--- src/hdl/ulpb_bus_pkg.sv ---
/* ring bus state and control bit definitions */

package ulpb_bus_pkg;

	// mediator states, encodings fixed by the ring protocol
	typedef enum logic [3:0]
	{
		BUS_IDLE         = 4'd0,
		BUS_ARBITRATE    = 4'd1,
		BUS_PRIO         = 4'd2,
		BUS_WAIT_START   = 4'd3,
		BUS_START        = 4'd4,
		BUS_ACTIVE       = 4'd5,
		BUS_SWITCH_ROLE  = 4'd6,
		BUS_INTERRUPT    = 4'd7,
		BUS_CONTROL0     = 4'd8,
		BUS_CONTROL1     = 4'd9,
		BUS_BACK_TO_IDLE = 4'd10
	} bus_state_t;

	// positions inside the 2-bit control sequence
	localparam int CTRL_EOM_BIT  = 1;	// end of message
	localparam int CTRL_NACK_BIT = 0;	// not acknowledge

endpackage

--- src/hdl/ulpb_cfg_pkg.sv ---
/* mediator config register map */

package ulpb_cfg_pkg;

	localparam int CFG_ADDR_W = 2;
	localparam int CFG_DATA_W = 16;

	localparam logic [CFG_ADDR_W-1:0] ADDR_THRESHOLD = 2'd0;
	localparam logic [CFG_ADDR_W-1:0] ADDR_CONTROL   = 2'd1;
	localparam logic [CFG_ADDR_W-1:0] ADDR_WD_COUNT  = 2'd2;	// write clears
	// address 3 is unmapped and reads zero

endpackage

--- src/hdl/ulpb_ctrl.sv ---
/* ring bus mediator controller */

`timescale 1ns/1ps

module ulpb_ctrl
#(
	parameter int WATCH_DOG_WIDTH  = 8,
	parameter int START_CYCLES     = 10,
	parameter int INTERRUPT_CYCLES = 6
)
(
	input  logic                       CLK_EXT,
	input  logic                       RESETn,
	input  logic                       clkin,
	input  logic                       din,
	input  logic [WATCH_DOG_WIDTH-1:0] threshold,
	input  logic [1:0]                 ctrl_seq,
	output logic                       clkout,
	output logic                       dout,
	output logic                       wd_expired
);

	import ulpb_bus_pkg::*;

	localparam int START_W = $clog2(START_CYCLES + 1);
	localparam int INT_W   = $clog2(INTERRUPT_CYCLES + 1);

	bus_state_t bus_state, next_bus_state;
	bus_state_t bus_state_neg;	// selects dout

	logic [START_W-1:0]         start_cnt, next_start_cnt;
	logic [INT_W-1:0]           int_cnt, next_int_cnt;
	logic [WATCH_DOG_WIDTH-1:0] wd_cnt, next_wd_cnt;
	logic                       clk_en, next_clk_en;

	logic       clkin_sampled;
	logic [2:0] din_sampled_pos;
	logic [2:0] din_sampled_neg;

	assign clkout = clk_en ? CLK_EXT : 1'b1;	// parks high when off

	// active phase ends on the watchdog
	assign wd_expired = (bus_state == BUS_ACTIVE) && (wd_cnt == threshold);

	always_ff @(posedge CLK_EXT or negedge RESETn)
	begin
		if (!RESETn)
		begin
			bus_state <= BUS_IDLE;
			start_cnt <= START_W'(START_CYCLES - 1);
			int_cnt   <= INT_W'(INTERRUPT_CYCLES - 1);
			wd_cnt    <= '0;
			clk_en    <= 1'b0;
		end
		else
		begin
			bus_state <= next_bus_state;
			start_cnt <= next_start_cnt;
			int_cnt   <= next_int_cnt;
			wd_cnt    <= next_wd_cnt;
			clk_en    <= next_clk_en;
		end
	end

	always_comb
	begin
		next_bus_state = bus_state;
		next_start_cnt = start_cnt;
		next_int_cnt   = int_cnt;
		next_wd_cnt    = wd_cnt;
		next_clk_en    = clk_en;

		case (bus_state)
			BUS_IDLE:
			begin
				if (!din)
					next_bus_state = BUS_WAIT_START;
				next_start_cnt = START_W'(START_CYCLES - 1);
				next_wd_cnt    = '0;
			end

			BUS_WAIT_START:
			begin
				if (start_cnt != '0)
					next_start_cnt = start_cnt - 1'b1;
				else
				begin
					next_clk_en    = 1'b1;
					next_bus_state = BUS_START;
				end
			end

			BUS_START:
				next_bus_state = BUS_ARBITRATE;

			BUS_ARBITRATE:
			begin
				next_bus_state = BUS_PRIO;
				if (din)
					next_wd_cnt = threshold;	// glitch, cut active short
			end

			BUS_PRIO:
				next_bus_state = BUS_ACTIVE;

			BUS_ACTIVE:
			begin
				if ((wd_cnt < threshold) && !clkin_sampled)
					next_wd_cnt = wd_cnt + 1'b1;
				else
				begin
					next_clk_en    = 1'b0;
					next_bus_state = BUS_INTERRUPT;
				end
				next_int_cnt = INT_W'(INTERRUPT_CYCLES - 1);
			end

			BUS_INTERRUPT:
			begin
				if (int_cnt != '0)
					next_int_cnt = int_cnt - 1'b1;
				else if ({din_sampled_neg, din_sampled_pos} == 6'b111_000)
				begin
					// release pattern seen
					next_clk_en    = 1'b1;
					next_bus_state = BUS_SWITCH_ROLE;
				end
			end

			BUS_SWITCH_ROLE:
				next_bus_state = BUS_CONTROL0;

			BUS_CONTROL0:
				next_bus_state = BUS_CONTROL1;

			BUS_CONTROL1:
				next_bus_state = BUS_BACK_TO_IDLE;

			BUS_BACK_TO_IDLE:
			begin
				if (!din)
				begin
					next_bus_state = BUS_WAIT_START;	// next request already pending
					next_start_cnt = START_W'(1);
				end
				else
					next_bus_state = BUS_IDLE;
				next_clk_en = 1'b0;
				next_wd_cnt = '0;
			end

			default:
				next_bus_state = BUS_IDLE;
		endcase
	end

	always_ff @(posedge CLK_EXT or negedge RESETn)
	begin
		if (!RESETn)
		begin
			clkin_sampled   <= 1'b0;
			din_sampled_pos <= '0;
		end
		else
		begin
			clkin_sampled <= clkin;
			if (bus_state == BUS_INTERRUPT)
				din_sampled_pos <= {din_sampled_pos[1:0], din};
		end
	end

	always_ff @(negedge CLK_EXT or negedge RESETn)
	begin
		if (!RESETn)
		begin
			din_sampled_neg <= '0;
			bus_state_neg   <= BUS_IDLE;
		end
		else
		begin
			if (bus_state == BUS_INTERRUPT)
				din_sampled_neg <= {din_sampled_neg[1:0], din};
			bus_state_neg <= bus_state;
		end
	end

	always_comb
	begin
		dout = din;	// pass through by default
		case (bus_state_neg)
			BUS_IDLE, BUS_WAIT_START, BUS_START, BUS_BACK_TO_IDLE:
				dout = 1'b1;
			BUS_INTERRUPT:
				dout = CLK_EXT;
			BUS_CONTROL0:
				if (wd_cnt == threshold)
					dout = ~ctrl_seq[CTRL_EOM_BIT];
			default:
				dout = din;
		endcase
	end

	wd_pulse_single: assert property (@(posedge CLK_EXT) disable iff (!RESETn)
		wd_expired |=> !wd_expired);

	state_in_range: assert property (@(posedge CLK_EXT) disable iff (!RESETn)
		(bus_state <= BUS_BACK_TO_IDLE) && (bus_state_neg <= BUS_BACK_TO_IDLE));

	wd_cnt_bounded: assert property (@(posedge CLK_EXT) disable iff (!RESETn)
		(bus_state == BUS_ACTIVE) |-> (wd_cnt <= threshold));

endmodule

--- src/hdl/ulpb_ctrl_regs.sv ---
/* mediator config registers */

`timescale 1ns/1ps

module ulpb_ctrl_regs
#(
	parameter int                         WATCH_DOG_WIDTH = 8,
	parameter logic [WATCH_DOG_WIDTH-1:0] THRESHOLD_RESET = 8'h20
)
(
	input  logic                              CLK_EXT,
	input  logic                              RESETn,
	input  logic                              cfg_wr,
	input  logic [ulpb_cfg_pkg::CFG_ADDR_W-1:0] cfg_addr,
	input  logic [ulpb_cfg_pkg::CFG_DATA_W-1:0] cfg_wdata,
	input  logic                              wd_expired,
	output logic [ulpb_cfg_pkg::CFG_DATA_W-1:0] cfg_rdata,
	output logic [WATCH_DOG_WIDTH-1:0]        threshold,
	output logic [1:0]                        ctrl_seq
);

	import ulpb_cfg_pkg::*;
	import ulpb_bus_pkg::*;

	logic [WATCH_DOG_WIDTH-1:0] wd_count;

	always_ff @(posedge CLK_EXT or negedge RESETn)
	begin
		if (!RESETn)
		begin
			threshold <= THRESHOLD_RESET;
			ctrl_seq  <= 2'b00;
			wd_count  <= '0;
		end
		else
		begin
			if (cfg_wr && (cfg_addr == ADDR_THRESHOLD))
				threshold <= cfg_wdata[WATCH_DOG_WIDTH-1:0];
			if (cfg_wr && (cfg_addr == ADDR_CONTROL))
			begin
				ctrl_seq[CTRL_EOM_BIT]  <= cfg_wdata[CTRL_EOM_BIT];
				ctrl_seq[CTRL_NACK_BIT] <= cfg_wdata[CTRL_NACK_BIT];
			end
			if (cfg_wr && (cfg_addr == ADDR_WD_COUNT))
				wd_count <= '0;	// clear beats a same-cycle expiry
			else if (wd_expired && (wd_count != '1))
				wd_count <= wd_count + 1'b1;	// saturates
		end
	end

	always_comb
	begin
		case (cfg_addr)
			ADDR_THRESHOLD: cfg_rdata = CFG_DATA_W'(threshold);
			ADDR_CONTROL:   cfg_rdata = CFG_DATA_W'(ctrl_seq);
			ADDR_WD_COUNT:  cfg_rdata = CFG_DATA_W'(wd_count);
			default:        cfg_rdata = '0;
		endcase
	end

	thr_write_lands: assert property (@(posedge CLK_EXT) disable iff (!RESETn)
		(cfg_wr && (cfg_addr == ADDR_THRESHOLD))
		|=> (threshold == $past(cfg_wdata[WATCH_DOG_WIDTH-1:0])));

endmodule

--- src/hdl/ulpb_top.sv ---
/* ring bus mediator top */

`timescale 1ns/1ps

module ulpb_top
#(
	parameter int                         WATCH_DOG_WIDTH  = 8,
	parameter int                         START_CYCLES     = 10,
	parameter int                         INTERRUPT_CYCLES = 6,
	parameter logic [WATCH_DOG_WIDTH-1:0] THRESHOLD_RESET  = 8'h20
)
(
	input  logic                              CLK_EXT,
	input  logic                              RESETn,
	input  logic                              clkin,	// ring clock return
	input  logic                              din,	// ring data return
	output logic                              clkout,
	output logic                              dout,
	input  logic                              cfg_wr,
	input  logic [ulpb_cfg_pkg::CFG_ADDR_W-1:0] cfg_addr,
	input  logic [ulpb_cfg_pkg::CFG_DATA_W-1:0] cfg_wdata,
	output logic [ulpb_cfg_pkg::CFG_DATA_W-1:0] cfg_rdata
);

	logic [WATCH_DOG_WIDTH-1:0] threshold;
	logic [1:0]                 ctrl_seq;
	logic                       wd_expired;

	ulpb_ctrl
	#(
		.WATCH_DOG_WIDTH  (WATCH_DOG_WIDTH),
		.START_CYCLES     (START_CYCLES),
		.INTERRUPT_CYCLES (INTERRUPT_CYCLES)
	)
	u_ctrl
	(
		.CLK_EXT    (CLK_EXT),
		.RESETn     (RESETn),
		.clkin      (clkin),
		.din        (din),
		.threshold  (threshold),
		.ctrl_seq   (ctrl_seq),
		.clkout     (clkout),
		.dout       (dout),
		.wd_expired (wd_expired)
	);

	ulpb_ctrl_regs
	#(
		.WATCH_DOG_WIDTH (WATCH_DOG_WIDTH),
		.THRESHOLD_RESET (THRESHOLD_RESET)
	)
	u_regs
	(
		.CLK_EXT    (CLK_EXT),
		.RESETn     (RESETn),
		.cfg_wr     (cfg_wr),
		.cfg_addr   (cfg_addr),
		.cfg_wdata  (cfg_wdata),
		.wd_expired (wd_expired),
		.cfg_rdata  (cfg_rdata),
		.threshold  (threshold),
		.ctrl_seq   (ctrl_seq)
	);

endmodule

--- config.mk ---
export PLATFORM = sky130hd
export DESIGN_NAME = ulpb_top
export DESIGN_NICKNAME = d
export VERILOG_FILES = /design/src/hdl/ulpb_bus_pkg.sv /design/src/hdl/ulpb_cfg_pkg.sv /design/src/hdl/ulpb_ctrl.sv /design/src/hdl/ulpb_ctrl_regs.sv /design/src/hdl/ulpb_top.sv
export SDC_FILE = /design/constraint.sdc
export NUM_CORES = 1
export LEC_CHECK = 0
export ABC_AREA = 1
export ABC_CLOCK_PERIOD_IN_PS = 1870
export BUFFER_PORTS_ARGS = -buffer_cell sky130_fd_sc_hd__buf_2
export CAP_MARGIN = 20
export CORE_AREA = 5 5 84 86
export DETAILED_ROUTE_END_ITERATION = 12
export DIE_AREA = 0 0 89 91
export GPL_TIMING_DRIVEN = 0
export PLACE_DENSITY = 0.74
export SYNTH_ARGS = -nofsm -noshare
export SYNTH_HDL_FRONTEND = slang
export SYNTH_HIERARCHICAL = 1
export SYNTH_SLANG_ARGS = --single-unit
--- constraint.sdc ---
create_clock -name CLK_EXT -period 1.87 [get_ports CLK_EXT]
set_input_delay 0.187 -clock CLK_EXT [delete_from_list [all_inputs] [get_ports CLK_EXT]]
set_output_delay 0.187 -clock CLK_EXT [all_outputs]
set_load 0.005 [all_outputs]
==> results.yml <==
finish:
  final_common_cell: "nand2_1"
  final_nets: 514
  n_antenna_cell: 0
  fin_util: 0.649
  syn_to_final_growth_pct: 29.9
  drive_gt1_frac: 0.344
  layout_common_cells: "nand2_1, inv_1, dfrtp_1, buf_4, nand3_1"
detailed_routing:
  initialDrtViolationCount: 106
  wl_met1_mm: 3.08
  drtAntennaViolNets: 0
  drtPass1Iterations: 4
  via_per_inst: 5.18
  top_layer_used: "met4"
  wire_per_inst_microns: 13.7
  vias: 2879
  met3_length_microns: 406
  wl_mm: 7.60
  drc: 0
  met2WireLength_mm: 3.89
pwr:
  ir_drop_mv: 0.860
  power_leakage_nw: 2.17
  power.density_nw_per_um2: 1320
  finalPower_w: 0.00532
sta:
  holdWs_ps: 17.0
  tightest_slew_ps: 551
  grt_setup_unrepaired: "true"
  hold_viol: 0
  slew_violations: 0
  setup_viol: 27
  fin_worst_skew_ps: 17.7
  post-route-worst-setup-slack_ps: -711
  max_slew_margin: 0.632
  setup_tns_ps: -3760
placement:
  gp_congestion: 0.854
  post-dp-hpwl_mm: 5.01
  portBuffers: 24
  post-place-ws_ps: -286
synth:
  ys.flop_type: "dfrtp_1"
  synth_cells: 401
  synthArstFlopShare: 1.00
  synth_warnings: 6
  syn_avg_cell_area_sq_um: 7.73
  synth_top_cell_by_area: "dfrtp_1"
  netlist.area_leader.share: 0.299
  syn_area_sq_um: 3100
  synth_edf_count: 0
  netlist_top_cells_area: "dfrtp_1, nand2_1, inv_1, nand3_1, dfrtn_1"
  yosysSeqAreaShare: 0.397
  ys_types: 36
  synth_seq_cells: 49
floorplan:
  die_x_microns: 89
  rows: 29
  core-area_sq_um: 6200
  start_util: 0.500
  ios: 41
  die_h_microns: 91
  dieArea_sq_um: 8100
setup_path:
  cp-start-kind: "flip-flop"
  arrival_ps: 2390
  cp.required_ps: 1680
  endpoint_kind: "primary output"
  critPathKind: "flip-flop to primary output"
  cp_max_fo: 3
global_route:
  overflow: 0
  antenna_found_initial: 0
  grt_use_total: 0.187
  grt_pass1_vias: 2837
  grt_start_max_net_pins: 50
  grt_pass1_wl_mm: 12.0
clock_tree:
  clkTransAtPathRegs_ps: 90
  cts_tree: "yes"
  clock_latency_ps: 420
run:
  cap_violations: 0
min_path:
  hold_class: "input port to flip-flop"
status:
  status: "finished with violations"
  violations: "setup timing"
synthesized netlist by cell type (all sizes together), types with 3 or more instances:
cell type    n
ha          13
buf         10
nand4        9
inv         59
mux2         6
nand3       38
dfstp        5
a22o         3
o21ai       23
nor2        36
nand2      129
dfrtp       37
a21oi       11
dfrtn        7
state kept, by name, indices dropped and copies added (netlist names):
| register | cells |
|---|---|
| u_ctrl/int_cnt | 3 |
| u_ctrl/din_sampled_neg | 3 |
| u_ctrl/din_sampled_pos | 3 |
| u_ctrl/clk_en | 1 |
| u_regs/wd_count | 8 |
| u_ctrl/start_cnt | 4 |
| u_regs/ctrl_seq | 2 |
| u_ctrl/bus_state_neg | 4 |
| u_ctrl/clkin_sampled | 1 |
| u_ctrl/bus_state | 4 |
| u_regs/threshold | 8 |
| u_ctrl/wd_cnt | 8 |
metal layers:
layer  global-route usage  vias to the layer above
met5                    0                        -
met4                0.107                        0
met3               0.0462                       24
met2                0.308                       77
met1                0.219                     1349
li1                     -                     1429
final cells by class:
class                      instances  area (sq um)
sequential                        49          1230
clock inverter                     4          28.8
fill                             525          2180
buffer                            10          78.8
multi-input combinational        291          1810
timing repair buffer              57           415
inverter                          57           214
clock buffer                      11           151
tap                               77          96.3
worst paths after layout:
| check | startpoint | to | slack (ps) | cells after the start |
|---|---|---|---|---|
| max | u_ctrl/bus_state_neg[1]$_DFF_NN0_ | dout | -710 | 6 |
| min | cfg_wdata[3] | u_regs/threshold[3]$_DFFE_PN0P_ | 20 | 2 |
| max reg2reg | u_ctrl/din_sampled_neg[0]$_DFFE_NN0P_ | u_ctrl/clk_en$_DFFE_PN0P_ | -290 | 9 |
| min reg2reg | u_ctrl/din_sampled_neg[2]$_DFFE_NN0P_ | u_ctrl/din_sampled_neg[2]$_DFFE_NN0P_ | 440 | 2 |
| max in group asynchronous | RESETn | u_ctrl/din_sampled_neg[1]$_DFFE_NN0P_ | 210 | 3 |
| min in group asynchronous | RESETn | u_regs/wd_count[3]$_DFFE_PN0P_ | 280 | 2 |
critical path: stages (launching register included):
cell and delay (ps):
dfrtn_1 470, nand3_2 110, o221ai_2 130, o21ai_1 100, nand2_2 100, inv_2 40, buf_6 100
stage by stage:
stage	area [sq um]	cells
2_1_floorplan	3160	408
3_3_place_gp	3370	509
3_5_place_dp	3370	509
4_1_cts	3710	535
5_1_grt	4030	556
6_report	4030	556
repair_timing:
item / CTS / global route
pin swaps: 17 / 30
setup endpoints to repair: 27 / 27
hold buffers: 5 / 1
gates cloned: 0 / 1
resized for setup: 13 / 42
setup buffers: 10 / 19
endpoints found under the hold margin: 5 / 17
report_power, final:
group	switching, W	internal [W]
logic	0.00146	0.00104
registers	0.000345	0.00143
clock network	0.000440	0.000603
logic make-up (layout without fill, tap and decap cells):
group / Yosys count / in the layout / share of synthesized area
XOR/XNOR: 3 / 3 / 0.00848
multiplexers: 6 / 6 / 0.0291
AND/OR/NAND/NOR: 212 / 213 / 0.319
AO/OA/AOI/OAI: 48 / 48 / 0.0952
adder cells (fa/ha/maj): 13 / 13 / 0.0525
other: 1 / 8 / 0.00121
flip-flops: 49 / 49 / 0.398
buffers and inverters: 69 / 139 / 0.0968
Note: power is estimated with default switching activity, not from simulation.
